File: src/source/mipsIsa.sv
package mipsIsa;
    localparam int dataWidth = 32;
    localparam int imemDepth = 256;
    localparam int dmemDepth = 256;
    localparam int imemAddrWidth = $clog2(imemDepth);
    localparam int dmemAddrWidth = $clog2(dmemDepth);

    typedef logic [dataWidth-1:0] wordT;

    // primary opcodes
    localparam logic [5:0] opSpecial = 6'h00;
    localparam logic [5:0] opJal = 6'h03;
    localparam logic [5:0] opBeq = 6'h04;
    localparam logic [5:0] opOri = 6'h0d;
    localparam logic [5:0] opLui = 6'h0f;
    localparam logic [5:0] opLw = 6'h23;
    localparam logic [5:0] opSw = 6'h2b;

    // function codes under opSpecial
    localparam logic [5:0] fnAddu = 6'h21;
    localparam logic [5:0] fnSubu = 6'h23;

    localparam logic [4:0] regRa = 5'd31;

    // instruction field positions
    // fn, imm and target all start at bit 0
    localparam int opHi = 31;
    localparam int opLo = 26;
    localparam int rsHi = 25;
    localparam int rsLo = 21;
    localparam int rtHi = 20;
    localparam int rtLo = 16;
    localparam int rdHi = 15;
    localparam int rdLo = 11;
    localparam int fnHi = 5;
    localparam int immHi = 15;
    localparam int targetHi = 25;
endpackage

File: src/source/pipeCtrl.sv
package pipeCtrl;
    // compare operand sources in decode
    localparam logic [1:0] cmpNone = 2'd0;
    localparam logic [1:0] cmpMResult = 2'd1;
    localparam logic [1:0] cmpMLink = 2'd2;

    // ALU operand sources in execute
    localparam logic [1:0] aluNone = 2'd0;
    localparam logic [1:0] aluW = 2'd1;
    localparam logic [1:0] aluMResult = 2'd2;
    localparam logic [1:0] aluMLink = 2'd3;

    // store data source in memory
    localparam logic dmNone = 1'b0;
    localparam logic dmW = 1'b1;

    // cycles after decode until an operand is consumed
    localparam logic [1:0] tuseCmp = 2'd0;
    localparam logic [1:0] tuseAlu = 2'd1;
    localparam logic [1:0] tuseStore = 2'd2;
    localparam logic [1:0] tuseNone = 2'd3;

    // cycles until a result can be forwarded, counts down per stage
    localparam logic [1:0] tnewNone = 2'd0;
    localparam logic [1:0] tnewAlu = 2'd1;
    localparam logic [1:0] tnewLoad = 2'd2;

    typedef struct packed {
        mipsIsa::wordT pc;
        mipsIsa::wordT instr;
    } fetchDecStage;

    typedef struct packed {
        mipsIsa::wordT pc;
        mipsIsa::wordT instr;
        mipsIsa::wordT rsVal;
        mipsIsa::wordT rtVal;
        logic [4:0] rsAddr;
        logic [4:0] rtAddr;
        logic [4:0] writeAddr;
        logic regWrite;
        logic [1:0] tnew;
    } decExStage;

    typedef struct packed {
        mipsIsa::wordT pc;
        mipsIsa::wordT instr;
        mipsIsa::wordT aluResult;
        mipsIsa::wordT storeData;
        logic [4:0] rtAddr;
        logic [4:0] writeAddr;
        logic regWrite;
        logic isLoad;
        logic [1:0] tnew;
    } exMemStage;

    typedef struct packed {
        mipsIsa::wordT pc;
        mipsIsa::wordT result;
        logic [4:0] writeAddr;
        logic regWrite;
    } memWbStage;
endpackage

File: src/source/hazardUnit.sv
module hazardUnit (
    input  logic [4:0] readRsD,
    input  logic [4:0] readRtD,
    input  logic [4:0] readRsE,
    input  logic [4:0] readRtE,
    input  logic [4:0] readRtM,
    input  logic [4:0] writeAddrE,
    input  logic [4:0] writeAddrM,
    input  logic [4:0] writeAddrW,
    input  logic regWriteE,
    input  logic regWriteM,
    input  logic regWriteW,
    input  logic [1:0] tuseRs,
    input  logic [1:0] tuseRt,
    input  logic [1:0] tnewE,
    input  logic [1:0] tnewM,
    input  mipsIsa::wordT instrM,
    output logic [1:0] fwdCmpA,
    output logic [1:0] fwdCmpB,
    output logic [1:0] fwdAluA,
    output logic [1:0] fwdAluB,
    output logic fwdDm,
    output logic stallF,
    output logic stallD,
    output logic flushE
);
    logic linkHitM;
    logic loadM;
    logic stallRs;
    logic stallRt;

    function automatic logic hits(input logic [4:0] addr, input logic we, input logic [4:0] wa);
        return we && addr != 5'd0 && addr == wa;
    endfunction

    // jal sitting in M only has its link value ready
    assign linkHitM = regWriteM && writeAddrM == mipsIsa::regRa
                      && instrM[mipsIsa::opHi:mipsIsa::opLo] == mipsIsa::opJal;

    assign loadM = instrM[mipsIsa::opHi:mipsIsa::opLo] == mipsIsa::opLw;

    // W reaches the compare operands through the write-first register file
    assign fwdCmpA = !hits(readRsD, regWriteM, writeAddrM) ? pipeCtrl::cmpNone
                   : linkHitM ? pipeCtrl::cmpMLink : pipeCtrl::cmpMResult;
    assign fwdCmpB = !hits(readRtD, regWriteM, writeAddrM) ? pipeCtrl::cmpNone
                   : linkHitM ? pipeCtrl::cmpMLink : pipeCtrl::cmpMResult;

    // newest producer wins
    assign fwdAluA = hits(readRsE, regWriteM, writeAddrM)
                     ? (linkHitM ? pipeCtrl::aluMLink : pipeCtrl::aluMResult)
                   : hits(readRsE, regWriteW, writeAddrW) ? pipeCtrl::aluW : pipeCtrl::aluNone;
    assign fwdAluB = hits(readRtE, regWriteM, writeAddrM)
                     ? (linkHitM ? pipeCtrl::aluMLink : pipeCtrl::aluMResult)
                   : hits(readRtE, regWriteW, writeAddrW) ? pipeCtrl::aluW : pipeCtrl::aluNone;

    assign fwdDm = hits(readRtM, regWriteW, writeAddrW) ? pipeCtrl::dmW : pipeCtrl::dmNone;

    // stall while a producer will not be ready by the time D needs it
    assign stallRs = (hits(readRsD, regWriteE, writeAddrE) && tnewE > tuseRs)
                  || (hits(readRsD, regWriteM, writeAddrM) && tnewM > tuseRs);
    assign stallRt = (hits(readRtD, regWriteE, writeAddrE) && tnewE > tuseRt)
                  || (hits(readRtD, regWriteM, writeAddrM) && tnewM > tuseRt);

    assign stallF = stallRs || stallRt;
    assign stallD = stallRs || stallRt;
    assign flushE = stallRs || stallRt;

    always_comb begin
        // a beq reading a load in M is held until the load reaches W
        loadCmpHeld: assert final (
            stallD || !loadM
            || ((tuseRs != pipeCtrl::tuseCmp || fwdCmpA == pipeCtrl::cmpNone)
                && (tuseRt != pipeCtrl::tuseCmp || fwdCmpB == pipeCtrl::cmpNone)))
            else $error("hazardUnit: compare operand forwarded from a load in M");
    end
endmodule

File: config.mk
export PLATFORM = sky130hd
export DESIGN_NAME = hazardUnit
export DESIGN_NICKNAME = d
export VERILOG_FILES = /design/src/source/mipsIsa.sv /design/src/source/pipeCtrl.sv /design/src/source/hazardUnit.sv
export SDC_FILE = /design/constraint.sdc
export NUM_CORES = 1
export LEC_CHECK = 0
export BUFFER_PORTS_ARGS = -buffer_cell sky130_fd_sc_hd__clkbuf_2
export CORE_MARGIN = 2
export CORE_UTILIZATION = 33
export DETAILED_ROUTE_END_ITERATION = 8
export PLACE_DENSITY = 0.75
export SYNTH_ARGS = -nofsm -noshare
export SYNTH_HDL_FRONTEND = slang
export SYNTH_SLANG_ARGS = --single-unit
File: constraint.sdc
create_clock -name vclk -period 2.1
set_input_delay 0.105 -clock vclk [all_inputs]
set_output_delay 0.105 -clock vclk [all_outputs]
set_load 0.02 [all_outputs]
==> run summary <==
Final Net Count = 277
P_int = 0.000115 W
Fmax = 583 MHz
Min-Delay Startpoint = regWriteW
Sequential fraction of design power = 0%
Drt drc = 0
GR Layer Usage met2 = 32.6%
Initial drt markers = 12
FF+latch area = 0 um^2
NetSw = 0.000114 W
First-pass GRT wire length = 4350 um
Fin crit share = 81.6%
Comb pwr share = 100.0%
Core box area = 2730 um^2
Power Density = 177 nW/um^2
Post-CTS setup-driven buffer insertion count = 0
Inserted Diodes = 0
Final TNS setup = 0 ns
Hold Path Class = primary input to primary output
Die height = 57.5 um
Worst Max-Slew Pin Slew = 0.413 ns
Core Rows = 19
# clk buffers = 0
GRT Max-Usage Layer = met2
Hold path depth = 4
Seq_cells = 0
Placed cell area = 1290 um^2
Worst hold endpoint = fwdDm
Leak pwr = 0.624 nW
Largest fanout on the critical path = 3
Critical path class = primary input to primary output
DR vias/cell = 5.06
Hold Fails Final Rpt = 0
Setup violators final = 0
Mapped Nets = 213
Worst setup EP type = primary output
Final setup margin = 0.386 ns
Sw frac = 49.8%
Dpl ws = 0.366 ns
Area leader, netlist = xnor2_1
RD Place Congestion = 0.800
Post-detail-place hpwl = 2430 um
Die width = 57.5 um
Maximum vdd ir drop = 0.0919 mV
Yosys top cell area share = 20.4%
Mapped Cells = 122
Library cells used by synthesis = 28
Seq/Total Area, Yosys = 0%
Max Slew Vio Count = 0
Delay-heaviest family, CP = simple AND/OR/NAND/NOR gates
Ranking of synthesized cells by area = xnor2_1 20%, xor2_1 20%, ha_1 11%
Initial core utilization = 34.6%
Crit-path max cell delay = 0.53 ns
Min Tclk post-route = 1.71 ns
Fill cell count = 307
Grt total ovfl = 0
Boundary Pins = 95
Largest net degree at the start of global routing = 6
Status = finished clean
Slew margin rel. = 72.2%
Buffers plus inverters on the worst setup path = 3
Critical path required time = 2.00 ns
Syn Area/Cell = 7.75 um^2
Met3 usage = 1.36%
Routed Wire Length = 2600 um
Startpoint Class = primary input
Worst Path Arrival = 1.61 ns
Post-cts resize count = 0
Critical-path cell list = clkbuf_2 -> inv_1 -> ha_1 -> nor2b_1 -> o21ai_0 -> or4b_1 -> nand4_1 -> clkbuf_2
Share of layout cells above drive strength 1 = 41.8%
Routed length per instance = 12.1 um
Number of global-route vias before repair = 1067
Clock power share = 0%
Die area = 3310 um^2
Post-CTS Hold Fix Bufs = 0
DR vias = 1087
Max-cap viol count = 0
Area Overhead vs Synth = 36.1%
Netlist Area Pre-Place = 946 um^2
Initial antenna violation count = 0
Synth warn = 0
1st-pass router iterations = 4
Post-DRT Antenna Nets = 0
CP most frequent cell = clkbuf_2
Crit-path slowest cell = or4b_1
Total global-route track usage = 15.8%
Met1 capacity usage during global routing = 17.7%
PortBufs = 69
Design area = 1290 um^2
Unrepaired setup endpoints after global routing = no
## placed cells by master, fill, tap and decap left out, types with 3 or more instances in the layout
cell type and instances:
clkbuf_2 69, ha_1 8, inv_1 5, nand2_1 3, nand3_1 6, nand4_1 8, nor2_1 7, nor2b_1 4
nor3_1 5, nor4_1 3, xnor2_1 22, xor2_1 22
## power groups by stage
stage               Sequential [W]  Clock (W)  Combinational, W
floorplan                        0          0          0.000133
CTS                              0          0          0.000231
detailed placement               0          0          0.000231
global placement                 0          0          0.000225
global route                     0          0          0.000255
finish                           0          0          0.000228
## worst max-delay path by stage
stage,endpoint,start,cells after the start,slack [ns]
2_1_floorplan,stallD,tuseRs[1],7,0.47
3_3_place_gp,flushE,tuseRs[1],8,0.39
3_5_place_dp,stallD,tuseRs[1],8,0.37
4_1_cts,stallD,tuseRs[1],8,0.36
5_1_grt,stallD,tuseRs[1],8,0.27
6_report,stallD,tuseRs[1],8,0.39
## stage by stage
stage | util, % | hold WS, ns | std cells | power (W)
after floorplan | - | 0.344 | 122 | 0.000133
after global placement | 47.1 | 0.562 | 215 | 0.000225
after detailed placement | 47.1 | 0.563 | 215 | 0.000231
after CTS | 47.1 | 0.565 | 215 | 0.000231
after global routing | 47.1 | 0.610 | 215 | 0.000255
final | 47.1 | 0.564 | 215 | 0.000228
## cell families (layout without fill, tap and decap cells)
kind of cell	after synthesis	count (layout)	synth area share, %
xor+xnor	44	44	40.7
buf+inv	12	74	6.48
fa+ha+maj	8	8	10.6
simple gates	50	50	35.2
compound gates	6	6	4.89
mux	2	2	2.12
## cells in the mapped netlist, types with 3 or more instances
cell and number:
buf_2 4, inv_1 5, nor3_1 5, nand4_1 8
buf_4 3, xor2_1 22, nor4_1 3, nor2b_1 4
nand2_1 3, nor2_1 7, nand3_1 6, ha_1 8
xnor2_1 22
## area by class of cell
| class | count | area [um^2] | share of cell area, % |
|---|---|---|---|
| inverters | 5 | 18.8 | 1.46 |
| multi-input cells | 110 | 885 | 68.7 |
| well taps | 31 | 38.8 | 3.01 |
| repair buffers | 69 | 345 | 26.8 |
## layer usage
metal	routed length, um	share of wire [%]
met1	995	38
met2	1390	53
met3	192	7.4
met4	22	0.85
met5	0	0
(Power assumes the default switching activity.)
