## src/source/mipsIsa.sv

```systemverilog
package mipsIsa;
    localparam int dataWidth = 32;
    localparam int imemDepth = 256;
    localparam int dmemDepth = 256;
    localparam int imemAddrWidth = $clog2(imemDepth);
    localparam int dmemAddrWidth = $clog2(dmemDepth);

    typedef logic [dataWidth-1:0] wordT;

    // primary opcodes
    localparam logic [5:0] opSpecial = 6'h00;
    localparam logic [5:0] opJal = 6'h03;
    localparam logic [5:0] opBeq = 6'h04;
    localparam logic [5:0] opOri = 6'h0d;
    localparam logic [5:0] opLui = 6'h0f;
    localparam logic [5:0] opLw = 6'h23;
    localparam logic [5:0] opSw = 6'h2b;

    // function codes under opSpecial
    localparam logic [5:0] fnAddu = 6'h21;
    localparam logic [5:0] fnSubu = 6'h23;

    localparam logic [4:0] regRa = 5'd31;

    // instruction field positions
    // fn, imm and target all start at bit 0
    localparam int opHi = 31;
    localparam int opLo = 26;
    localparam int rsHi = 25;
    localparam int rsLo = 21;
    localparam int rtHi = 20;
    localparam int rtLo = 16;
    localparam int rdHi = 15;
    localparam int rdLo = 11;
    localparam int fnHi = 5;
    localparam int immHi = 15;
    localparam int targetHi = 25;
endpackage

```

## src/source/pipeStage.sv

```systemverilog
module pipeStage #(
    parameter type payloadT = mipsIsa::wordT
) (
    input  logic clk,
    input  logic rst,
    input  logic stall,
    input  logic flush,
    input  payloadT d,
    output payloadT q
);
    // an all-zero payload is a bubble with regWrite low
    always_ff @(posedge clk) begin
        if (rst || flush) begin
            q <= '0;
        end else if (!stall) begin
            q <= d;
        end
    end

    // F/D only stalls and D/E only flushes, so the two never meet
    stallFlushExclusive: assert property (@(posedge clk) disable iff (rst) !(stall && flush))
        else $error("pipeStage: stall and flush in the same cycle");
endmodule

```

## config.mk

```make
export PLATFORM = sky130hd
export DESIGN_NAME = pipeStage
export DESIGN_NICKNAME = d
export VERILOG_FILES = /design/src/source/mipsIsa.sv /design/src/source/pipeStage.sv
export SDC_FILE = /design/constraint.sdc
export NUM_CORES = 1
export LEC_CHECK = 0
export BUFFER_PORTS_ARGS = -buffer_cell sky130_fd_sc_hd__buf_4
export CAP_MARGIN = 20
export CORE_AREA = 8 8 60 62
export CTS_CLUSTER_SIZE = 25
export DETAILED_ROUTE_END_ITERATION = 6
export DIE_AREA = 0 0 68 70
export GPL_TIMING_DRIVEN = 0
export HOLD_SLACK_MARGIN = 0.15
export PLACE_DENSITY_LB_ADDON = 0.1
export SYNTH_ARGS = -nofsm -noshare
export SYNTH_HDL_FRONTEND = slang
export SYNTH_SLANG_ARGS = --single-unit
```

## constraint.sdc

```tcl
create_clock -name clk -period 1 [get_ports clk]
set_input_delay 0.05 -clock clk [delete_from_list [all_inputs] [get_ports clk]]
set_output_delay 0.05 -clock clk [all_outputs]
set_load 0.005 [all_outputs]
```

==> results by group, run 1 <==
Worst hold path
  – Worst min path class: in2reg
  – Hold path cells: 4
  – Hold EP: q[29]
  – HP Start: rst

Clock network
  – Max Root-Sink Buffers: 2
  – CTS buffer count: 5
  – Clk slew on worst S/H paths: 0.09 ns
  – CTS tree: done
  – Worst-skew pair later-pin latency: 0.31 ns
  – TritonCTS Sinks: 32
  – Clk root buf: clkbuf_4
  – Setup bufs post-CTS: 0
  – CTS H-tree lvls: 2

Cells and area
  – Max reg flops: 32
  – Register area: 641 sq um
  – Synthesis-to-layout area growth: 79.9%
  – Number of diodes: 0
  – Top Registers: q x32
  – Nets: 247
  – Top reg by flops: q
  – Fillcell total: 173
  – Share of cells above drive strength 1: 0.377
  – Multi-input gate area: 447 sq um

Power and ir drop
  – PnR Total Power: 2.51 mW
  – Switch Pwr: 0.548 mW
  – Combinational fraction of design power: 0.179
  – Leak: 1.04 nW
  – Switch share: 0.218
  – Clk pwr share: 0.289
  – Internal Power: 1.96 mW
  – P per Cell Area: 1210 nW/um^2
  – Share of total power in sequential cells: 0.532
  – VDD IR max: 1110 uV

Drt
  – Via density: 4.47
  – Post-route DRC: 0
  – Via count: 1,085
  – DRT iter0 DRCs: 39
  – Antenna-violating nets left: 0
  – WL final: 3.29 mm
  – Drt pass-1 iters: 4
  – Drt wl/cell: 13.5 microns

Setup path
  – CP required: 0.95 ns
  – Setup crit start kind: flop
  – Max incr delay on CP: 0.35 ns
  – Worst reg2reg startpoint: q[12]
  – R2R setup slack: 0.38 ns
  – CP bufs+invs: 1
  – Crit path DAT: 0.78 ns
  – Worst path cell trace: buf_4
  – Worst-path fanout max: 2
  – Slowest CP cell: dfxtp_1
  – Critical R2R Capture: q[12]
  – Crit path kind: reg2out
  – CP Capture Type: primary output
  – CP delay by family, top: flip-flops
  – Reg2Reg Depth: 2

STA
  – Post-route clock period utilization: 0.833
  – Min Tclk post-route: 0.833 ns
  – Worst-Margin Slew: 0.142 ns
  – Worst clock skew: 0 ns
  – Setup TNS: 0 ns
  – Unrepaired setup endpoints after global routing: no
  – Final hold violation count: 0
  – Slew margin rel.: 0.903
  – Max Fclk: 1200 MHz
  – Final setup violation count: 0
  – Fin. max-slew vios: 0

Floorplanning
  – Core Footprint: 2660 sq um
  – Chip height: 70 microns
  – Floorplan row count: 19
  – Die area: 4760 sq um
  – I/O Pins: 68
  – Initial core utilization: 0.434
  – DIE WIDTH: 68 microns

GRT
  – First-pass GRT wire length: 5.28 mm
  – Initial antenna violation count: 0
  – Vias in the first global route: 1,206
  – GRT overflow: 0
  – Total global routing track utilization: 0.144
  – Largest net degree at the start of global routing: 11

Flow run
  – Max cap viols: 0

Yosys
  – FF+latch count, synth: 32
  – Post-Syn Area: 1160 sq um
  – Register area share after synthesis: 0.554
  – Synthesis Warnings: 0
  – Post-Syn Instances: 105
  – Post-synthesis average cell area: 11.0 sq um
  – Synth unique cells: 7
  – Mapped Nets: 141

Place
  – Placer congestion estimate: 0.696
  – Buffers on Ports: 66
  – Detailed Place HPWL: 2.25 mm

Status
  – Status: completed
==> through the flow <==
stage	area, sq um	util	hold WS, ns	worst slack, ns	instances
after global routing	2080	0.781	0.182	0.111	243
final	2080	0.781	0.165	0.167	243
after CTS	2080	0.781	0.155	0.145	243
after global placement	1690	0.635	0.280	0.155	202
after floorplan	1160	-	0.194	0.307	105
after detailed placement	1690	0.635	0.288	0.121	202
==> cells in the mapped netlist (all sizes together) <==
cell type / n / area (sq um)
clkbuf: 1 / 5.00
mux2i: 32 / 320
dfxtp: 32 / 641
or2: 1 / 6.26
buf: 7 / 63.8
nor2: 32 / 120
==> power by group through the flow <==
stage               clock (mW)  sequential, mW  combinational (mW)
global route             0.806            1.34               0.488
floorplan                    0            1.37               0.152
finish                   0.726            1.34               0.449
CTS                      0.756            1.34               0.450
detailed placement           0            1.37               0.345
global placement             0            1.36               0.338
==> per-layer routing <==
layer	global-route usage	part of all wire	vias up	wire (microns)
met5	0	0	-	0
met4	0.0706	0.013	0	43
met3	0.0622	0.099	5	325
met2	0.241	0.51	45	1680
met1	0.145	0.38	482	1240
li1	-	-	553	-
==> timing repair <==
action,CTS,global route
setup endpoints to repair,0,0
hold buffers,33,0
gates resized for setup,0,0
hold endpoints to repair,32,0
==> placed cells by master (no fill, tap or decap) <==
cell	synthesis	layout
buf_4	4	70
buf_6	3	3
clkbuf_1	0	2
clkbuf_2	1	1
clkbuf_4	0	5
clkbuf_8	0	1
dfxtp_1	32	32
dlygate4sd3_1	0	33
mux2i_1	32	32
nor2_1	32	32
or2_1	1	1
==> final cells by class <==
type,instances,share of cell area
Timing Repair Buffer,99,0.397
Tap cell,31,0.0187
Multi-Input combinational cell,65,0.215
Clock buffer,8,0.0283
Sequential cell,32,0.308
Buffer,8,0.0331
==> how the worst max path moves through the flow <==
stage	endpoint	from	depth (start not counted)	slack, ns
2_1_floorplan	q[0]	stall	4	0.31
3_3_place_gp	q[12]	flush	5	0.15
3_5_place_dp	q[30]	flush	5	0.12
4_1_cts	q[31]	q[31]	1	0.15
5_1_grt	q[6]	q[6]	1	0.11
6_report	q[12]	q[12]	1	0.17
==> logic make-up (layout without fill, tap and decap cells) <==
group	after synthesis	count (layout)	synth area share
simple gates	33	33	0.109
flops	32	32	0.554
mux	32	32	0.277
buf+inv	8	115	0.0595
(Power assumes the default switching activity.)
==> inputs of run 2 (changes only) <==
--- a/config.mk
+++ b/config.mk
@@ -7,10 +7,10 @@
 export LEC_CHECK = 0
 export BUFFER_PORTS_ARGS = -buffer_cell sky130_fd_sc_hd__buf_4
 export CAP_MARGIN = 20
-export CORE_AREA = 8 8 60 62
+export CORE_AREA = 8 8 84 49
 export CTS_CLUSTER_SIZE = 25
 export DETAILED_ROUTE_END_ITERATION = 6
-export DIE_AREA = 0 0 68 70
+export DIE_AREA = 0 0 92 57
 export GPL_TIMING_DRIVEN = 0
 export HOLD_SLACK_MARGIN = 0.15
 export PLACE_DENSITY_LB_ADDON = 0.1
==> constraint.sdc (replaced) <==
create_clock -name clk -period 0.8 [get_ports clk]
set_input_delay 0.04 -clock clk [delete_from_list [all_inputs] [get_ports clk]]
set_output_delay 0.04 -clock clk [all_outputs]
set_load 0.005 [all_outputs]
==> run 2 against run 1 <==
  * Sequential share of layout area decreased by 0.15 points
  * Clock skew did not move
  * Worst hold slack worse by 0.10 ns
  * Largest power group unchanged
  * Flip-flop and latch count unchanged
  * Combinational power increased by 25%
  * Via count is 1.8% higher
  * Critical path type unchanged
  * Die area increased by 10%
==> results by group, run 2 (same netlist as run 1, synthesis figures left out) <==
Cells and area
  – Nets: 246
  – Top Registers: q x32
  – Commonest non-fill, non-tap cells in the layout: 70 x buf_4, 32 x mux2i_1, 32 x nor2_1, 32 x dlygate4sd3_1, 21 x dfxtp_1
  – Utilization after layout: 0.693
  – Max reg flops: 32
  – Synthesis-to-layout area growth: 84.6%
  – Commonest non-fill, non-tap cell in the layout: buf_4
  – Post-Layout Cell Count: 252
  – Share of cells above drive strength 1: 0.438
  – Top reg by flops: q
  – Fillcell total: 244
  – Cell area after layout: 2130 sq um
  – Number of diodes: 0

Setup path
  – CP required: 0.76 ns
  – Critical path origin: q[18]
  – Worst reg2reg startpoint: q[18]
  – CP Capture Type: primary output
  – Crit path kind: reg2out
  – Worst path cell trace: buf_4
  – Worst-path fanout max: 2
  – Crit path DAT: 0.74 ns
  – R2R setup slack: 0.13 ns
  – Max incr delay on CP: 0.35 ns
  – CP bufs+invs: 1
  – Slowest CP cell: dfxtp_1
  – Setup crit start kind: flop
  – CP delay by family, top: flip-flops

STA
  – Hold Worst Slack: 0.0630 ns
  – Worst-Margin Slew: 0.191 ns
  – Final hold violation count: 0
  – Fin. max-slew vios: 0
  – Max Fclk: 1290 MHz
  – Min Tclk post-route: 0.777 ns
  – Post-route clock period utilization: 0.971
  – Unrepaired setup endpoints after global routing: yes
  – Final setup violation count: 0
  – Setup TNS: 0 ns
  – Worst clock skew: 0 ns
  – Slew margin rel.: 0.869

Floorplanning
  – Floorplan row count: 15
  – Chip height: 57 microns
  – I/O Pins: 68
  – DIE WIDTH: 92 microns
  – Core Footprint: 3080 sq um
  – Initial core utilization: 0.376
  – Die area: 5240 sq um

Clock network
  – Worst-skew pair later-pin latency: 0.27 ns
  – TritonCTS Sinks: 32
  – Clk root buf: clkbuf_8
  – Setup bufs post-CTS: 0
  – CTS tree: done
  – Max Root-Sink Buffers: 2
  – Hold bufs inserted after CTS: 32
  – Clk slew on worst S/H paths: 0.06 ns
  – CTS buffer count: 5
  – CTS H-tree lvls: 2

Place
  – Buffers on Ports: 66
  – Placer congestion estimate: 0.715
  – Placed cell count: 213
  – Cell Area, Placed: 1700 sq um
  – Detailed Place HPWL: 2.32 mm

Power and ir drop
  – VDD IR max: 1090 uV
  – P per Cell Area: 1660 nW/um^2
  – Leak: 1.06 nW

GRT
  – First-pass GRT wire length: 5.59 mm
  – Initial antenna violation count: 0
  – Total global routing track utilization: 0.135
  – Vias in the first global route: 1,196
  – GRT overflow: 0
  – Largest net degree at the start of global routing: 11

Drt
  – Drt pass-1 iters: 4
  – Via density: 4.38
  – DRT iter0 DRCs: 18
  – Via count: 1,104
  – Post-route DRC: 0
  – Antenna-violating nets left: 0
  – Drt wl/cell: 13.9 microns
  – WL final: 3.50 mm

Worst hold path
  – Worst min path class: in2reg
  – HP Start: stall

Flow run
  – Max cap viols: 0

Status
  – Status: completed
[run 2: changes by cell type in the layout (fill, tap and decap cells not counted), sizes merged]
| cell | delta |
|---|---|
| clkbuf | -1 |
| dlygate4sd3 | -1 |
[run 2: tightest hold or removal path: stages]
cell and delay, ns:
buf_4 0.11, mux2i_1 0.07, nor2_1 0.08
[run 2: path summary, 6_finish.rpt]
check | end | depth (start not counted)
worst min register to register | q[19] | 2
worst min-delay path | q[29] | 3
worst max register to register | q[18] | 2
worst max-delay path | q[18] | 1
[run 2: layer usage]
| layer | up-vias | share of wire | GRT usage | routed length (microns) |
|---|---|---|---|---|
| met2 | 41 | 0.50 | 0.229 | 1740 |
| li1 | 550 | - | - | - |
| met3 | 7 | 0.074 | 0.0588 | 259 |
| met1 | 506 | 0.42 | 0.143 | 1450 |
| met5 | - | 0 | 0 | 0 |
| met4 | 0 | 0.012 | 0.0614 | 42 |
[run 2: final cells by class]
class / instances / area [sq um] / area share
Buffer: 8 / 68.8 / 0.0322
Clock buffer: 7 / 96.3 / 0.0451
Multi-Input combinational cell: 65 / 447 / 0.209
Sequential cell: 32 / 654 / 0.307
Tap cell: 42 / 52.6 / 0.0246
Timing Repair Buffer: 98 / 816 / 0.382
[run 2: repair_timing]
action / CTS / global route
setup endpoints to repair: 0 / 13
endpoints found under the hold margin: 32 / 2
gates resized for setup: 0 / 11
[run 2: power by group]
group	switching (mW)	total, mW	internal (mW)
sequential	0.0278	1.68	1.65
clock	0.538	1.30	0.765
combinational	0.188	0.561	0.373
total	0.754	3.54	2.79
[run 2: metrics by stage]
stage          setup WS [ns]  total power, mW
6_report              0.0229             3.54
5_1_grt             -0.00303             3.72
4_1_cts               0.0168             3.58
3_5_place_dp         -0.0897             2.14
3_3_place_gp         -0.0327             2.13
2_1_floorplan          0.117             1.90
==> inputs of run 3 (changes only) <==
--- a/config.mk
+++ b/config.mk
@@ -7,10 +7,10 @@
 export LEC_CHECK = 0
 export BUFFER_PORTS_ARGS = -buffer_cell sky130_fd_sc_hd__buf_4
 export CAP_MARGIN = 20
-export CORE_AREA = 8 8 84 49
+export CORE_AREA = 8 8 49 81
 export CTS_CLUSTER_SIZE = 25
 export DETAILED_ROUTE_END_ITERATION = 6
-export DIE_AREA = 0 0 92 57
+export DIE_AREA = 0 0 57 89
 export GPL_TIMING_DRIVEN = 0
 export HOLD_SLACK_MARGIN = 0.15
 export PLACE_DENSITY_LB_ADDON = 0.1
==> run 3 against run 2 <==
  * Flip-flop and latch count did not move
  * Worst hold slack got worse by 0.0038 ns
  * Setup slack improved by 0.0028 ns
  * Critical endpoint is now q[20]
==> results by group, run 3 (same netlist as run 1, synthesis figures left out) <==
Status
  – Status: completed

STA
  – Hold Worst Slack: 0.0592 ns
  – Fin. max-slew vios: 0
  – Unrepaired setup endpoints after global routing: no
  – Min Tclk post-route: 0.774 ns
  – Slew margin rel.: 0.891
  – Worst-Margin Slew: 0.159 ns
  – Post-route clock period utilization: 0.968
  – Final Worst Setup Slack: 0.0256 ns
  – Max Fclk: 1290 MHz
  – Worst clock skew: 0 ns
  – Final hold violation count: 0
  – Final setup violation count: 0

Place
  – Placer congestion estimate: 0.638
  – Detailed Place HPWL: 2.41 mm
  – Buffers on Ports: 66
  – Pre-CTS setup slack: -0.0540 ns

Power and ir drop
  – Share of total power in sequential cells: 0.473
  – Combinational fraction of design power: 0.159
  – PnR Total Power: 3.55 mW
  – Internal Power: 2.79 mW
  – Clk pwr share: 0.368
  – Switch Pwr: 0.753 mW
  – VDD IR max: 1400 uV
  – Switch share: 0.212
  – P per Cell Area: 1660 nW/um^2
  – Leak: 1.06 nW

Clock network
  – TritonCTS Sinks: 32
  – Worst-skew pair later-pin latency: 0.28 ns
  – Clk slew on worst S/H paths: 0.06 ns
  – Hold bufs inserted after CTS: 32
  – CTS buffer count: 5
  – Clk root buf: clkbuf_8
  – CTS tree: done
  – CTS H-tree lvls: 2
  – Max Root-Sink Buffers: 2

GRT
  – Initial antenna violation count: 0
  – Met1 GRT Util: 0.114
  – Total global routing track utilization: 0.133
  – Met2 Usage GRT: 0.239
  – First-pass GRT wire length: 5.37 mm
  – Largest net degree at the start of global routing: 11
  – GRT overflow: 0
  – Grt peak-use layer: met2
  – Vias in the first global route: 1,192
  – Met3 Usage GRT: 0.0740

Drt
  – Via count: 1,104
  – WL final: 3.36 mm
  – Via density: 4.62
  – Drt pass-1 iters: 2
  – Drt wl/cell: 14.1 microns
  – DRT iter0 DRCs: 6
  – Post-route DRC: 0
  – Antenna-violating nets left: 0

Floorplanning
  – Chip height: 89 microns
  – Core Footprint: 2860 sq um
  – Floorplan row count: 26
  – Initial core utilization: 0.404
  – DIE WIDTH: 57 microns
  – Die area: 5070 sq um
  – I/O Pins: 68

Setup path
  – CP delay by family, top: flip-flops
  – CP required: 0.76 ns
  – CP bufs+invs: 1
  – Setup crit start kind: flop
  – Slowest CP cell: dfxtp_1
  – CP Capture Type: primary output
  – Crit path DAT: 0.73 ns
  – Worst-path fanout max: 2
  – Worst path cell trace: buf_4
  – Max incr delay on CP: 0.34 ns
  – Crit path kind: reg2out

Cells and area
  – Nets: 247
  – Top Registers: q x32
  – Commonest non-fill, non-tap cells in the layout: 70 x buf_4, 32 x nor2_1, 32 x dlygate4sd3_1, 31 x mux2i_1, 17 x dfxtp_1
  – Synthesis-to-layout area growth: 84.8%
  – Number of diodes: 0
  – Fillcell total: 219
  – Top reg by flops: q
  – Max reg flops: 32
  – Share of cells above drive strength 1: 0.464
  – Commonest non-fill, non-tap cell in the layout: buf_4
  – Utilization after layout: 0.747

Worst hold path
  – Worst min path class: in2reg

Flow run
  – Max cap viols: 0
[run 3: cell types whose count changed in the layout (fill, tap and decap cells not counted)]
cell     previous run  this run
dfxtp_2            11        15
dfxtp_1            21        17
buf_6               3         4
mux2i_1            32        31
mux2i_2             0         1
[run 3: power by group through the flow]
| stage | registers (mW) | logic (mW) | clock network, mW |
|---|---|---|---|
| after detailed placement | 1.71 | 0.436 | 0 |
| after CTS | 1.67 | 0.562 | 1.36 |
| after global routing | 1.68 | 0.613 | 1.42 |
| after floorplan | 1.71 | 0.190 | 0 |
| final | 1.68 | 0.565 | 1.30 |
| after global placement | 1.71 | 0.423 | 0 |
[run 3: worst paths after layout]
path              startpoint  endpoint  slack [ns]  cells past startpoint
setup / recovery       q[20]     q[20]        0.03                      1
setup reg to reg        q[6]      q[6]        0.06                      3
hold / removal         stall     q[31]        0.06                      3
hold reg to reg        q[30]     q[30]        0.49                      2
[run 3: stage by stage]
| step | TNS (ns) | std cells | cell area [sq um] |
|---|---|---|---|
| CTS | 0 | 238 | 2100 |
| detailed placement | -1.06 | 199 | 1690 |
| floorplan | 0 | 105 | 1160 |
| finish | 0 | 239 | 2140 |
| global placement | -0.759 | 199 | 1690 |
| global route | 0 | 239 | 2140 |
[run 3: area by class of cell]
| cell class | instances | area (sq um) | area share |
|---|---|---|---|
| tap | 28 | 35.0 | 0.0164 |
| sequential | 32 | 659 | 0.309 |
| clock buffer | 7 | 96.3 | 0.0451 |
| multi-input combinational | 65 | 450 | 0.211 |
| timing repair buffer | 99 | 827 | 0.387 |
| buffer | 8 | 68.8 | 0.0322 |
[run 3: per-layer routing]
layer | vias up | part of all wire
met5 | - | 0
met4 | 0 | 0.017
met3 | 6 | 0.091
met2 | 41 | 0.54
met1 | 504 | 0.35
li1 | 553 | -
[run 3: timing repair]
item | CTS | global route
resized for setup | 0 | 17
endpoints found under the setup margin | 0 | 16
buffers inserted | 0 | 1
hold endpoints to repair | 32 | 2
