`config.mk`:
```
export PLATFORM = sky130hd
export DESIGN_NAME = executeStage
export DESIGN_NICKNAME = d
export VERILOG_FILES = /design/src/source/mipsIsa.sv /design/src/source/pipeCtrl.sv /design/src/source/executeStage.sv
export SDC_FILE = /design/constraint.sdc
export NUM_CORES = 1
export LEC_CHECK = 0
export ABC_AREA = 1
export BUFFER_PORTS_ARGS = -buffer_cell sky130_fd_sc_hd__buf_2
export CORE_AREA = 3 3 149 151
export DETAILED_ROUTE_END_ITERATION = 7
export DIE_AREA = 0 0 152 154
export GPL_TIMING_DRIVEN = 0
export PLACE_DENSITY = 0.69
export SLEW_MARGIN = 20
export SYNTH_ARGS = -nofsm -noshare
export SYNTH_HDL_FRONTEND = slang
export SYNTH_SLANG_ARGS = --single-unit
```
`constraint.sdc`:
```
create_clock -name vclk -period 5.12
set_input_delay 0.256 -clock vclk [all_inputs]
set_output_delay 0.256 -clock vclk [all_outputs]
set_load 0.01 [all_outputs]
```
`src/source/mipsIsa.sv`:
```
package mipsIsa;
    localparam int dataWidth = 32;
    localparam int imemDepth = 256;
    localparam int dmemDepth = 256;
    localparam int imemAddrWidth = $clog2(imemDepth);
    localparam int dmemAddrWidth = $clog2(dmemDepth);

    typedef logic [dataWidth-1:0] wordT;

    // primary opcodes
    localparam logic [5:0] opSpecial = 6'h00;
    localparam logic [5:0] opJal = 6'h03;
    localparam logic [5:0] opBeq = 6'h04;
    localparam logic [5:0] opOri = 6'h0d;
    localparam logic [5:0] opLui = 6'h0f;
    localparam logic [5:0] opLw = 6'h23;
    localparam logic [5:0] opSw = 6'h2b;

    // function codes under opSpecial
    localparam logic [5:0] fnAddu = 6'h21;
    localparam logic [5:0] fnSubu = 6'h23;

    localparam logic [4:0] regRa = 5'd31;

    // instruction field positions
    // fn, imm and target all start at bit 0
    localparam int opHi = 31;
    localparam int opLo = 26;
    localparam int rsHi = 25;
    localparam int rsLo = 21;
    localparam int rtHi = 20;
    localparam int rtLo = 16;
    localparam int rdHi = 15;
    localparam int rdLo = 11;
    localparam int fnHi = 5;
    localparam int immHi = 15;
    localparam int targetHi = 25;
endpackage

```
`src/source/pipeCtrl.sv`:
```
package pipeCtrl;
    // compare operand sources in decode
    localparam logic [1:0] cmpNone = 2'd0;
    localparam logic [1:0] cmpMResult = 2'd1;
    localparam logic [1:0] cmpMLink = 2'd2;

    // ALU operand sources in execute
    localparam logic [1:0] aluNone = 2'd0;
    localparam logic [1:0] aluW = 2'd1;
    localparam logic [1:0] aluMResult = 2'd2;
    localparam logic [1:0] aluMLink = 2'd3;

    // store data source in memory
    localparam logic dmNone = 1'b0;
    localparam logic dmW = 1'b1;

    // cycles after decode until an operand is consumed
    localparam logic [1:0] tuseCmp = 2'd0;
    localparam logic [1:0] tuseAlu = 2'd1;
    localparam logic [1:0] tuseStore = 2'd2;
    localparam logic [1:0] tuseNone = 2'd3;

    // cycles until a result can be forwarded, counts down per stage
    localparam logic [1:0] tnewNone = 2'd0;
    localparam logic [1:0] tnewAlu = 2'd1;
    localparam logic [1:0] tnewLoad = 2'd2;

    typedef struct packed {
        mipsIsa::wordT pc;
        mipsIsa::wordT instr;
    } fetchDecStage;

    typedef struct packed {
        mipsIsa::wordT pc;
        mipsIsa::wordT instr;
        mipsIsa::wordT rsVal;
        mipsIsa::wordT rtVal;
        logic [4:0] rsAddr;
        logic [4:0] rtAddr;
        logic [4:0] writeAddr;
        logic regWrite;
        logic [1:0] tnew;
    } decExStage;

    typedef struct packed {
        mipsIsa::wordT pc;
        mipsIsa::wordT instr;
        mipsIsa::wordT aluResult;
        mipsIsa::wordT storeData;
        logic [4:0] rtAddr;
        logic [4:0] writeAddr;
        logic regWrite;
        logic isLoad;
        logic [1:0] tnew;
    } exMemStage;

    typedef struct packed {
        mipsIsa::wordT pc;
        mipsIsa::wordT result;
        logic [4:0] writeAddr;
        logic regWrite;
    } memWbStage;
endpackage

```
`src/source/executeStage.sv`:
```
module executeStage (
    input  pipeCtrl::decExStage decEx,
    input  logic [1:0] fwdAluA,
    input  logic [1:0] fwdAluB,
    input  mipsIsa::wordT resultM,
    input  mipsIsa::wordT linkM,
    input  mipsIsa::wordT resultW,
    output pipeCtrl::exMemStage exMem
);
    mipsIsa::wordT srcA, srcB, aluResult;
    logic [15:0] imm;
    logic [5:0] op;
    logic [1:0] tnewNext;

    function automatic mipsIsa::wordT pickOperand(
        input logic [1:0] sel,
        input mipsIsa::wordT regVal,
        input mipsIsa::wordT resM,
        input mipsIsa::wordT lnkM,
        input mipsIsa::wordT resW
    );
        case (sel)
            pipeCtrl::aluMLink:   return lnkM;
            pipeCtrl::aluMResult: return resM;
            pipeCtrl::aluW:       return resW;
            default:              return regVal;
        endcase
    endfunction

    assign op = decEx.instr[mipsIsa::opHi:mipsIsa::opLo];
    assign imm = decEx.instr[mipsIsa::immHi:0];
    assign srcA = pickOperand(fwdAluA, decEx.rsVal, resultM, linkM, resultW);
    // srcB doubles as store data for sw
    assign srcB = pickOperand(fwdAluB, decEx.rtVal, resultM, linkM, resultW);

    always_comb begin
        case (op)
            mipsIsa::opSpecial: begin
                aluResult = (decEx.instr[mipsIsa::fnHi:0] == mipsIsa::fnSubu) ? srcA - srcB
                                                                               : srcA + srcB;
            end
            mipsIsa::opOri:               aluResult = srcA | {16'b0, imm};
            mipsIsa::opLui:               aluResult = {imm, 16'b0};
            mipsIsa::opLw, mipsIsa::opSw: aluResult = srcA + {{16{imm[15]}}, imm};
            mipsIsa::opJal:               aluResult = decEx.pc + 32'd8;
            default:                      aluResult = '0;
        endcase
    end

    assign tnewNext = (decEx.tnew == pipeCtrl::tnewNone) ? pipeCtrl::tnewNone : decEx.tnew - 2'd1;

    assign exMem = '{pc: decEx.pc, instr: decEx.instr, aluResult: aluResult, storeData: srcB,
                     rtAddr: decEx.rtAddr, writeAddr: decEx.writeAddr,
                     regWrite: decEx.regWrite, isLoad: op == mipsIsa::opLw, tnew: tnewNext};
endmodule

```
==> flow_summary.ini, run 1 <==
[status]
run_status = finished, violations left
failing_checks = setup timing

[route]
first_pass_iters = 6
vias = 13300
routed_wl_um = 45600
viasPerCell = 5.68
drt.antenna.violating_nets = 0
detail_route.wl_per_cell_um = 19.5
drtIter0Drc = 1265
remaining_drc_errors = 0

[global_routing]
grt_pass1_vias = 12000
number_of_antenna_violations_at_the_first_check_in_global_routing = 0
grt_pass1_wl_um = 65100
total_track_usage_pct = 34.2
grt.overflow.total = 0
grt_max_degree = 11

[yosys]
avgSynthCellArea_um2 = 4.92
ys_seq_area_share_pct = 0
synth_top_area_share_pct = 19.7
synth_simple_gate_area_share_pct = 54.0
synth_compound_gate_area_share_pct = 17.3
area_share_of_xor_xnor_cells_in_the_synthesized_design_pct = 2.24
synth_adder_area_share_pct = 5.69
largest_family_of_logic_cells_by_synthesized_area = simple AND/OR/NAND/NOR gates
ys_top_cells_by_area = sky130_fd_sc_hd__nand2_1 (20%), sky130_fd_sc_hd__nand3_1 (17%), sky130_fd_sc_hd__inv_1 (9.7%)
synth_cell_types = 48
synthCells = 1591
synth_nets = 1872
synthDominantAreaCellType = sky130_fd_sc_hd__nand2_1
synthMuxAreaShare_pct = 0
yosys_warnings = 0
syn_area_um2 = 7820

[cells_and_area]
layout.sequential_cells = 0
drive_gt1_share_pct = 42.5
finalNetCount = 2344
layout-area-overhead-vs-synth_pct = 57.3
filler_cell_count = 2146
final_common_cell = sky130_fd_sc_hd__buf_2
n_clock_buffer = 0
antenna-diode-count = 0
most-common-layout-cells = sky130_fd_sc_hd__buf_2 (370), sky130_fd_sc_hd__nand2_1 (342), sky130_fd_sc_hd__inv_1 (197), sky130_fd_sc_hd__nand3_1 (191), sky130_fd_sc_hd__buf_4 (179)
utilization_pct = 58.7
multiInputGateArea_um2 = 7530
sequential_cell_area_um2 = 0
stdcell_area_um2 = 12300

[sta]
final.min_clock_period_ns = 5.14
setup_violations = 1
finalCritPeriodShare_pct = 100
timing.hold.ws_ns = 0.696
timing.max_slew.rel_slack_pct = 42.3
timing_worst_slew_pin_value_ns = 0.856
finalHoldViolations = 0
setup_slack_ns = -0.0206
fmax_mhz = 195
rsz0062_at_grt = yes
report.final.slew_viol_count = 0

[hold_path]
hold_path_startpoint = decEx[99]
min_path_type = input port to primary output
hold_depth = 2
whs_endpoint = exMem[95]

[floorplanning]
core_um2 = 21000
vertical_extent_of_the_die_um = 154
die_area_um2 = 23400
top_level_ports = 388
std_cell_rows = 53
start_util_pct = 37.3
die_width_um = 152

[power_and_ir_drop]
power_per_cell_area_nw_per_um2 = 129
p_leak_uw = 0.00674
vdd.ir_drop.worst_mv = 0.0825

[worst_setup_path]
worst_path_max_delay_cell = sky130_fd_sc_hd__ha_1
worst-setup-path-type = input port to primary output
endpoint_kind = primary output
critical-path-max-stage-delay_ns = 0.37
cp-start-kind = input port
critical_path_peak_fanout = 5
critPathRequiredTime_ns = 4.86
cp.arrival_ns = 4.88

[job]
max_cap_violations = 0

[place]
hpwl_um = 36200
placedInstanceArea_um2 = 9970
routability_congestion_estimate = 0.974
portbufs = 361
final cells by class:
type	instances	area share [%]
multi-input cells	1247	61.2
repair buffers	472	22.2
plain buffers	126	7.02
inverters	216	6.81
well taps	275	2.80
routing by layer:
metal | up-vias | track usage, % | part of all wire [%]
li1 | 6145 | - | -
met1 | 6063 | 44.7 | 39
met2 | 884 | 57.5 | 46
met3 | 174 | 4.84 | 11
met4 | 0 | 12.4 | 4.7
met5 | - | 0 | 0
worst max-delay path by stage:
stage	start	to	slack, ns	cells after the start
5_1_grt	fwdAluB[0]	exMem[72]	-0.17	33
6_report	fwdAluB[0]	exMem[72]	-0.02	32
3_5_place_dp	fwdAluB[0]	exMem[72]	-1.08	31
3_3_place_gp	fwdAluB[0]	exMem[72]	-1.10	31
2_1_floorplan	fwdAluB[1]	exMem[76]	0.41	31
4_1_cts	fwdAluB[0]	exMem[77]	0.007	33
report_power, final:
part | internal [uW] | switching (uW)
Combinational | 621 | 966
Clock | 0 | 0
Sequential | 0 | 0
Total | 621 | 966
critical path: cells and delay by family:
kind,cells,cell delay [ns]
compound gates,6,1.07
xor+xnor,1,0.16
fa+ha+maj,1,0.37
simple gates,15,1.85
buf+inv,9,1.17
kinds of logic after synthesis:
group                    count (synthesis)
AO/OA/AOI/OAI                          244
XOR/XNOR                                20
adder cells (fa/ha/maj)                 35
buffers and inverters                  344
AND/OR/NAND/NOR                        948
synthesized netlist by cell type, types with 2 or more instances:
library cell                count
sky130_fd_sc_hd__o31ai_1        2
sky130_fd_sc_hd__buf_2         12
sky130_fd_sc_hd__nand3_1      260
sky130_fd_sc_hd__ha_1          34
sky130_fd_sc_hd__buf_1          4
sky130_fd_sc_hd__o221ai_1       4
sky130_fd_sc_hd__inv_1        202
sky130_fd_sc_hd__a22oi_1        2
sky130_fd_sc_hd__buf_4         79
sky130_fd_sc_hd__o22ai_1        9
sky130_fd_sc_hd__nor2_2        18
sky130_fd_sc_hd__nand4_1       31
sky130_fd_sc_hd__o2111ai_1      9
sky130_fd_sc_hd__o21ai_1        2
sky130_fd_sc_hd__nand2_1      410
sky130_fd_sc_hd__xor2_1        14
sky130_fd_sc_hd__nand2_2        7
sky130_fd_sc_hd__nor4_1         4
sky130_fd_sc_hd__o21ai_0      121
sky130_fd_sc_hd__nand3b_1       9
sky130_fd_sc_hd__nor2_1       158
sky130_fd_sc_hd__clkbuf_1      30
sky130_fd_sc_hd__xnor2_1        6
sky130_fd_sc_hd__a31oi_1       16
sky130_fd_sc_hd__inv_2         12
sky130_fd_sc_hd__o211ai_1       6
sky130_fd_sc_hd__buf_6          3
sky130_fd_sc_hd__and2_1         2
sky130_fd_sc_hd__a21oi_1       65
sky130_fd_sc_hd__or2_1          2
sky130_fd_sc_hd__or2_2         21
sky130_fd_sc_hd__nor2_4         4
sky130_fd_sc_hd__nand3_2        4
sky130_fd_sc_hd__nor3_1        15
through the flow:
stage / total power (uW) / setup slack, ns / TNS (ns) / std cells
after floorplan: 757 / 0.406 / 0 / 1591
after global placement: 1190 / -1.10 / -9.50 / 2227
after detailed placement: 1190 / -1.08 / -9.94 / 2227
after CTS: 1320 / 0.00695 / 0 / 2294
after global routing: 1700 / -0.168 / -1.13 / 2336
final: 1590 / -0.0206 / -0.0206 / 2336
timing repair:
item / in CTS / in global routing
cloned: 1 / 1
buffers inserted: 66 / 43
hold buffers: 0 / 0
pin swaps: 38 / 124
gates resized for setup: 126 / 262
endpoints found under the setup margin: 20 / 20
Power figures use the tool's default switching activity.
==> run 2: changes to the inputs <==
Settings changed: ABC_AREA 1 to unset, PLACE_DENSITY 0.69 to 0.64.
==> flow_summary.ini, run 2 <==
[sta]
finalHoldViolations = 0
setup_slack_ns = -1.01
finalCritPeriodShare_pct = 120
rsz0062_at_grt = yes
setup_violations = 19
fmax_mhz = 163
final.min_clock_period_ns = 6.13
timing_worst_slew_pin_value_ns = 0.931
report.final.slew_viol_count = 0
timing.max_slew.rel_slack_pct = 37.9

[yosys]
ys_top_cells_by_area = sky130_fd_sc_hd__mux4_2 (21%), sky130_fd_sc_hd__xnor2_1 (8.3%), sky130_fd_sc_hd__buf_4 (8.2%)
synth_top_area_share_pct = 21.3
avgSynthCellArea_um2 = 7.84
cell_with_the_most_instances_after_synthesis = sky130_fd_sc_hd__nor2_1
synthCells = 876
ys_seq_area_share_pct = 0
most_numerous_cell_types_in_the_synthesized_netlist = sky130_fd_sc_hd__nor2_1 (79), sky130_fd_sc_hd__buf_4 (75), sky130_fd_sc_hd__a21oi_1 (70)
synth_nets = 1157
synth_cell_types = 73
yosys_warnings = 0
syn_area_um2 = 6870
synthDominantAreaCellType = sky130_fd_sc_hd__mux4_2

[floorplanning]
start_util_pct = 32.8
top_level_ports = 388
std_cell_rows = 53
vertical_extent_of_the_die_um = 154
core_um2 = 21000
die_width_um = 152
die_area_um2 = 23400

[route]
drt.antenna.violating_nets = 0
detail_route.wl_per_cell_um = 22.8
drtIter0Drc = 679
viasPerCell = 5.73
remaining_drc_errors = 0
routed_wl_um = 36700
first_pass_iters = 5
vias = 9236

[global_routing]
grt.overflow.total = 0
number_of_antenna_violations_at_the_first_check_in_global_routing = 3
grt_use_met2_pct = 53.0
grt_max_degree = 11
grt_pass1_wl_um = 53800
globalRoute.busiestLayer = met2
grt_pass1_vias = 9398
use_met1_pct = 34.8
total_track_usage_pct = 29.3
gr_layer_usage_met3_pct = 5.69

[cells_and_area]
final_common_cell = sky130_fd_sc_hd__buf_2
most-common-layout-cells = sky130_fd_sc_hd__buf_2 (361), sky130_fd_sc_hd__buf_4 (162), sky130_fd_sc_hd__nor2_1 (72), sky130_fd_sc_hd__mux4_2 (65), sky130_fd_sc_hd__xnor2_1 (53)
drive_gt1_share_pct = 57.9
finalNetCount = 1619
stdcell_area_um2 = 10900
layout.sequential_cells = 0
sequential_cell_area_um2 = 0
utilization_pct = 52.2
n_clock_buffer = 0
layout-area-overhead-vs-synth_pct = 59.4

[worst_setup_path]
cp.arrival_ns = 5.87
endpoint_kind = primary output
worst-setup-path-type = input port to primary output
critical_path_peak_fanout = 6
cp-start-kind = input port
critPathRequiredTime_ns = 4.86

[status]
run_status = finished, violations left
failing_checks = setup timing

[hold_path]
min_path_type = input port to primary output
whs_endpoint = exMem[99]
hold_path_startpoint = decEx[103]
hold_depth = 2

[job]
max_cap_violations = 0

[power_and_ir_drop]
total_power_uw = 1590
vdd.ir_drop.worst_mv = 0.109
power_per_cell_area_nw_per_um2 = 146
p_leak_uw = 0.00494

[place]
hpwl_um = 29400
portbufs = 359
routability_congestion_estimate = 0.938
placedInstanceArea_um2 = 9390
run 2: changes by cell type in the layout (fill, tap and decap cells not counted), sizes merged, moves of 25 or more:
cell / change
nand2: -360
mux4: +65
nor2: -101
nand3: -239
xnor2: +59
xor2: +25
o21ai: -89
inv: -194
run 2: worst max-delay path by stage:
stage | startpoint | endpoint | slack [ns] | cells after the start
after floorplan | fwdAluB[1] | exMem[77] | -0.61 | 22
after global placement | decEx[84] | exMem[75] | -1.81 | 26
after detailed placement | decEx[84] | exMem[75] | -1.79 | 26
after CTS | fwdAluB[1] | exMem[77] | -1.06 | 24
after global routing | fwdAluB[1] | exMem[77] | -1.19 | 25
final | fwdAluB[1] | exMem[75] | -1.01 | 26
run 2: logic make-up (layout without fill, tap and decap cells):
| group | count (synthesis) | count (layout) | synth area share, % |
|---|---|---|---|
| and+or+nand+nor | 278 | 278 | 20.7 |
| AOI/OAI and AO/OA | 222 | 222 | 21.7 |
| buffers and inverters | 145 | 605 | 12.5 |
| xor gates and xnor gates | 104 | 104 | 13.4 |
| muxes | 92 | 92 | 25.4 |
| adders and majority gates | 35 | 35 | 6.49 |
| other | 0 | 2 | 0 |
run 2: area by class of cell:
type	count	area [um^2]
buffer	123	956
inverter	20	75.1
antenna	2	5.00
multi-input combinational	731	6880
timing repair buffer	462	2680
fill	2043	10000
tap	275	344
run 2: through the flow:
step	hold WS [ns]	instances	TNS (ns)	worst slack, ns
after detailed placement	0.697	1510	-26.72	-1.79
after floorplan	0.558	876	-2.97	-0.606
after CTS	0.696	1598	-10.79	-1.06
after global placement	0.697	1510	-27.10	-1.81
final	0.696	1613	-10.99	-1.01
after global routing	0.698	1612	-15.09	-1.19
run 2: worst max-delay path: stages:
cell                       delay, ns
sky130_fd_sc_hd__buf_12         0.10
sky130_fd_sc_hd__buf_16         0.13
sky130_fd_sc_hd__buf_12         0.14
sky130_fd_sc_hd__mux4_2         0.57
sky130_fd_sc_hd__buf_12         0.16
sky130_fd_sc_hd__buf_6          0.11
sky130_fd_sc_hd__nor4_4         0.15
sky130_fd_sc_hd__nand4_1        0.18
sky130_fd_sc_hd__a211oi_2       0.25
sky130_fd_sc_hd__nor2_1         0.07
sky130_fd_sc_hd__or3_4          0.41
sky130_fd_sc_hd__or3_4          0.37
sky130_fd_sc_hd__nor3b_2        0.21
sky130_fd_sc_hd__xnor2_1        0.11
sky130_fd_sc_hd__a21oi_2        0.22
sky130_fd_sc_hd__ha_4           0.24
sky130_fd_sc_hd__buf_6          0.12
sky130_fd_sc_hd__a221oi_4       0.30
sky130_fd_sc_hd__a21oi_1        0.14
sky130_fd_sc_hd__o31a_1         0.37
sky130_fd_sc_hd__a221o_1        0.44
sky130_fd_sc_hd__a21o_1         0.23
sky130_fd_sc_hd__a21oi_2        0.14
sky130_fd_sc_hd__xor2_1         0.18
sky130_fd_sc_hd__o21ai_1        0.08
sky130_fd_sc_hd__buf_2          0.17
run 2: report_power, final:
part	total (uW)	switching, uW	internal (uW)
Combinational	1590	828	764
Clock	0.0000523	0	0.0000523
Sequential	0	0	0
Total	1590	828	764
run 2: routing by layer:
layer | part of all wire, % | vias up | wire length (um)
met5 | 0 | - | 0
met4 | 4.4 | 0 | 1610
met3 | 9.0 | 98 | 3320
met2 | 49 | 515 | 18100
met1 | 37 | 4400 | 13700
li1 | - | 4223 | -
run 2: what timing repair did:
item,in CTS,in global routing
pin swaps,79,50
endpoints found under the hold margin,0,0
endpoints found under the setup margin,25,23
gates resized for setup,115,55
hold buffers,0,0
setup buffers,91,17
gates cloned,1,0
==> run 3: changes to the inputs <==
Settings changed: TNS_END_PERCENT set to 5.
==> flow_summary.ini, run 3 (synthesized netlist as in run 2, its figures left out) <==
[status]
run_status = finished, violations left
failing_checks = setup timing

[floorplanning]
top_level_ports = 388
vertical_extent_of_the_die_um = 154
std_cell_rows = 53
die_width_um = 152
start_util_pct = 32.8
die_area_um2 = 23400
core_um2 = 21000

[cells_and_area]
finalNetCount = 1548
layout-area-overhead-vs-synth_pct = 43.0
drive_gt1_share_pct = 51.1
layout.sequential_cells = 0
sequential_cell_area_um2 = 0
antenna-diode-count = 0
n_clock_buffer = 0
most-common-layout-cells = sky130_fd_sc_hd__buf_2 (359), sky130_fd_sc_hd__buf_4 (107), sky130_fd_sc_hd__nor2_1 (77), sky130_fd_sc_hd__mux4_2 (65), sky130_fd_sc_hd__a21oi_1 (61)
final_common_cell = sky130_fd_sc_hd__buf_2

[route]
detail_route.wl_per_cell_um = 21.8
drtIter0Drc = 449
routed_wl_um = 33600
viasPerCell = 5.64
drt.antenna.violating_nets = 0
first_pass_iters = 5
remaining_drc_errors = 0
vias = 8692

[worst_setup_path]
critical_path_peak_fanout = 10
worst_path_max_delay_cell = sky130_fd_sc_hd__or4_1
worst-setup-path-type = input port to primary output
cp-start-kind = input port
cp.arrival_ns = 5.97
critical-path-max-stage-delay_ns = 0.51
critPathRequiredTime_ns = 4.86
endpoint_kind = primary output

[sta]
fin_tns_setup_ns = -11.41
timing.max_slew.rel_slack_pct = 42.3
timing_worst_slew_pin_value_ns = 0.856
finalCritPeriodShare_pct = 122
final.min_clock_period_ns = 6.22
setup_violations = 19
report.final.slew_viol_count = 0
fmax_mhz = 161
setup_slack_ns = -1.10
finalHoldViolations = 0
rsz0062_at_grt = yes

[global_routing]
grt_pass1_wl_um = 49500
grt_pass1_vias = 8618
grt_max_degree = 11
number_of_antenna_violations_at_the_first_check_in_global_routing = 4
total_track_usage_pct = 26.5
grt.overflow.total = 0

[power_and_ir_drop]
vdd.ir_drop.worst_mv = 0.0947
seqPwrFrac_pct = 0
net_switching_power_uw = 715
power.share.switching_pct = 53.8
pwr-share-comb_pct = 100.0
power_per_cell_area_nw_per_um2 = 135
p_leak_uw = 0.00442
intPower_uw = 615
power.clock.fraction_pct = 0

[place]
hpwl_um = 28400
portbufs = 359
routability_congestion_estimate = 0.911
pre_cts_ws_ns = -1.77

[hold_path]
whs_endpoint = exMem[8]
min_path_type = input port to primary output
hold_path_startpoint = decEx[7]
hold_depth = 2

[job]
max_cap_violations = 0

[clock_tree]
holdBufCountCts = 0
## run 3: cell types whose count changed in the layout (fill, tap and decap cells not counted), sizes merged
cell and change:
clkbuf +4, buf -75, diode -2
## run 3: power by group through the flow
stage,clock [uW],combinational (uW),sequential (uW)
after CTS,0,1280,0
after floorplan,0,820,0
final,0,1330,0
after detailed placement,0,1210,0
after global routing,0,1440,0
after global placement,0,1200,0
## run 3: how the worst max path moves through the flow
stage          depth (start not counted)  slack [ns]       start        end
6_report                              28       -1.10  fwdAluB[1]  exMem[73]
5_1_grt                               27       -1.34  fwdAluB[1]  exMem[77]
4_1_cts                               28       -1.03  fwdAluB[1]  exMem[77]
3_5_place_dp                          26       -1.77   decEx[83]  exMem[75]
3_3_place_gp                          26       -1.88   decEx[84]  exMem[75]
2_1_floorplan                         28       -0.70  fwdAluB[1]  exMem[77]
## run 3: final cells by class
type                            count  area, um^2
Fill cell                        2127       11100
Multi-Input combinational cell    731        6440
Tap cell                          275         344
Timing Repair Buffer              392        2070
Buffer                            122         885
Inverter                           20        75.1
## run 3: timing repair
item	CTS	global route
setup buffers	29	4
gates cloned	0	0
hold endpoints to repair	0	0
resized for setup	38	42
endpoints found under the setup margin	25	25
pin swaps	19	12
## run 3: per-layer routing
metal	GRT usage, %	wire (um)
met2	49.5	17100
met3	3.21	2400
met1	33.8	13600
met4	2.91	479
met5	0	21
## run 3: through the flow
stage / std cells / hold WS [ns] / power, uW / instance area (um^2) / utilization, %
2_1_floorplan: 876 / 0.558 / 820 / 7080 / -
3_3_place_gp: 1510 / 0.698 / 1200 / 9220 / 44.0
3_5_place_dp: 1510 / 0.696 / 1210 / 9220 / 44.0
4_1_cts: 1536 / 0.696 / 1280 / 9630 / 45.9
5_1_grt: 1540 / 0.698 / 1440 / 9820 / 46.9
6_report: 1540 / 0.695 / 1330 / 9820 / 46.9
## run 3: critical path: cells and delay by family
| kind | cells | cell delay [ns] |
|---|---|---|
| XOR/XNOR | 2 | 0.25 |
| multiplexers | 1 | 0.28 |
| AND/OR/NAND/NOR | 8 | 2.06 |
| buffers and inverters | 10 | 1.42 |
| AO/OA/AOI/OAI | 5 | 1.18 |
| adder cells (fa/ha/maj) | 2 | 0.47 |
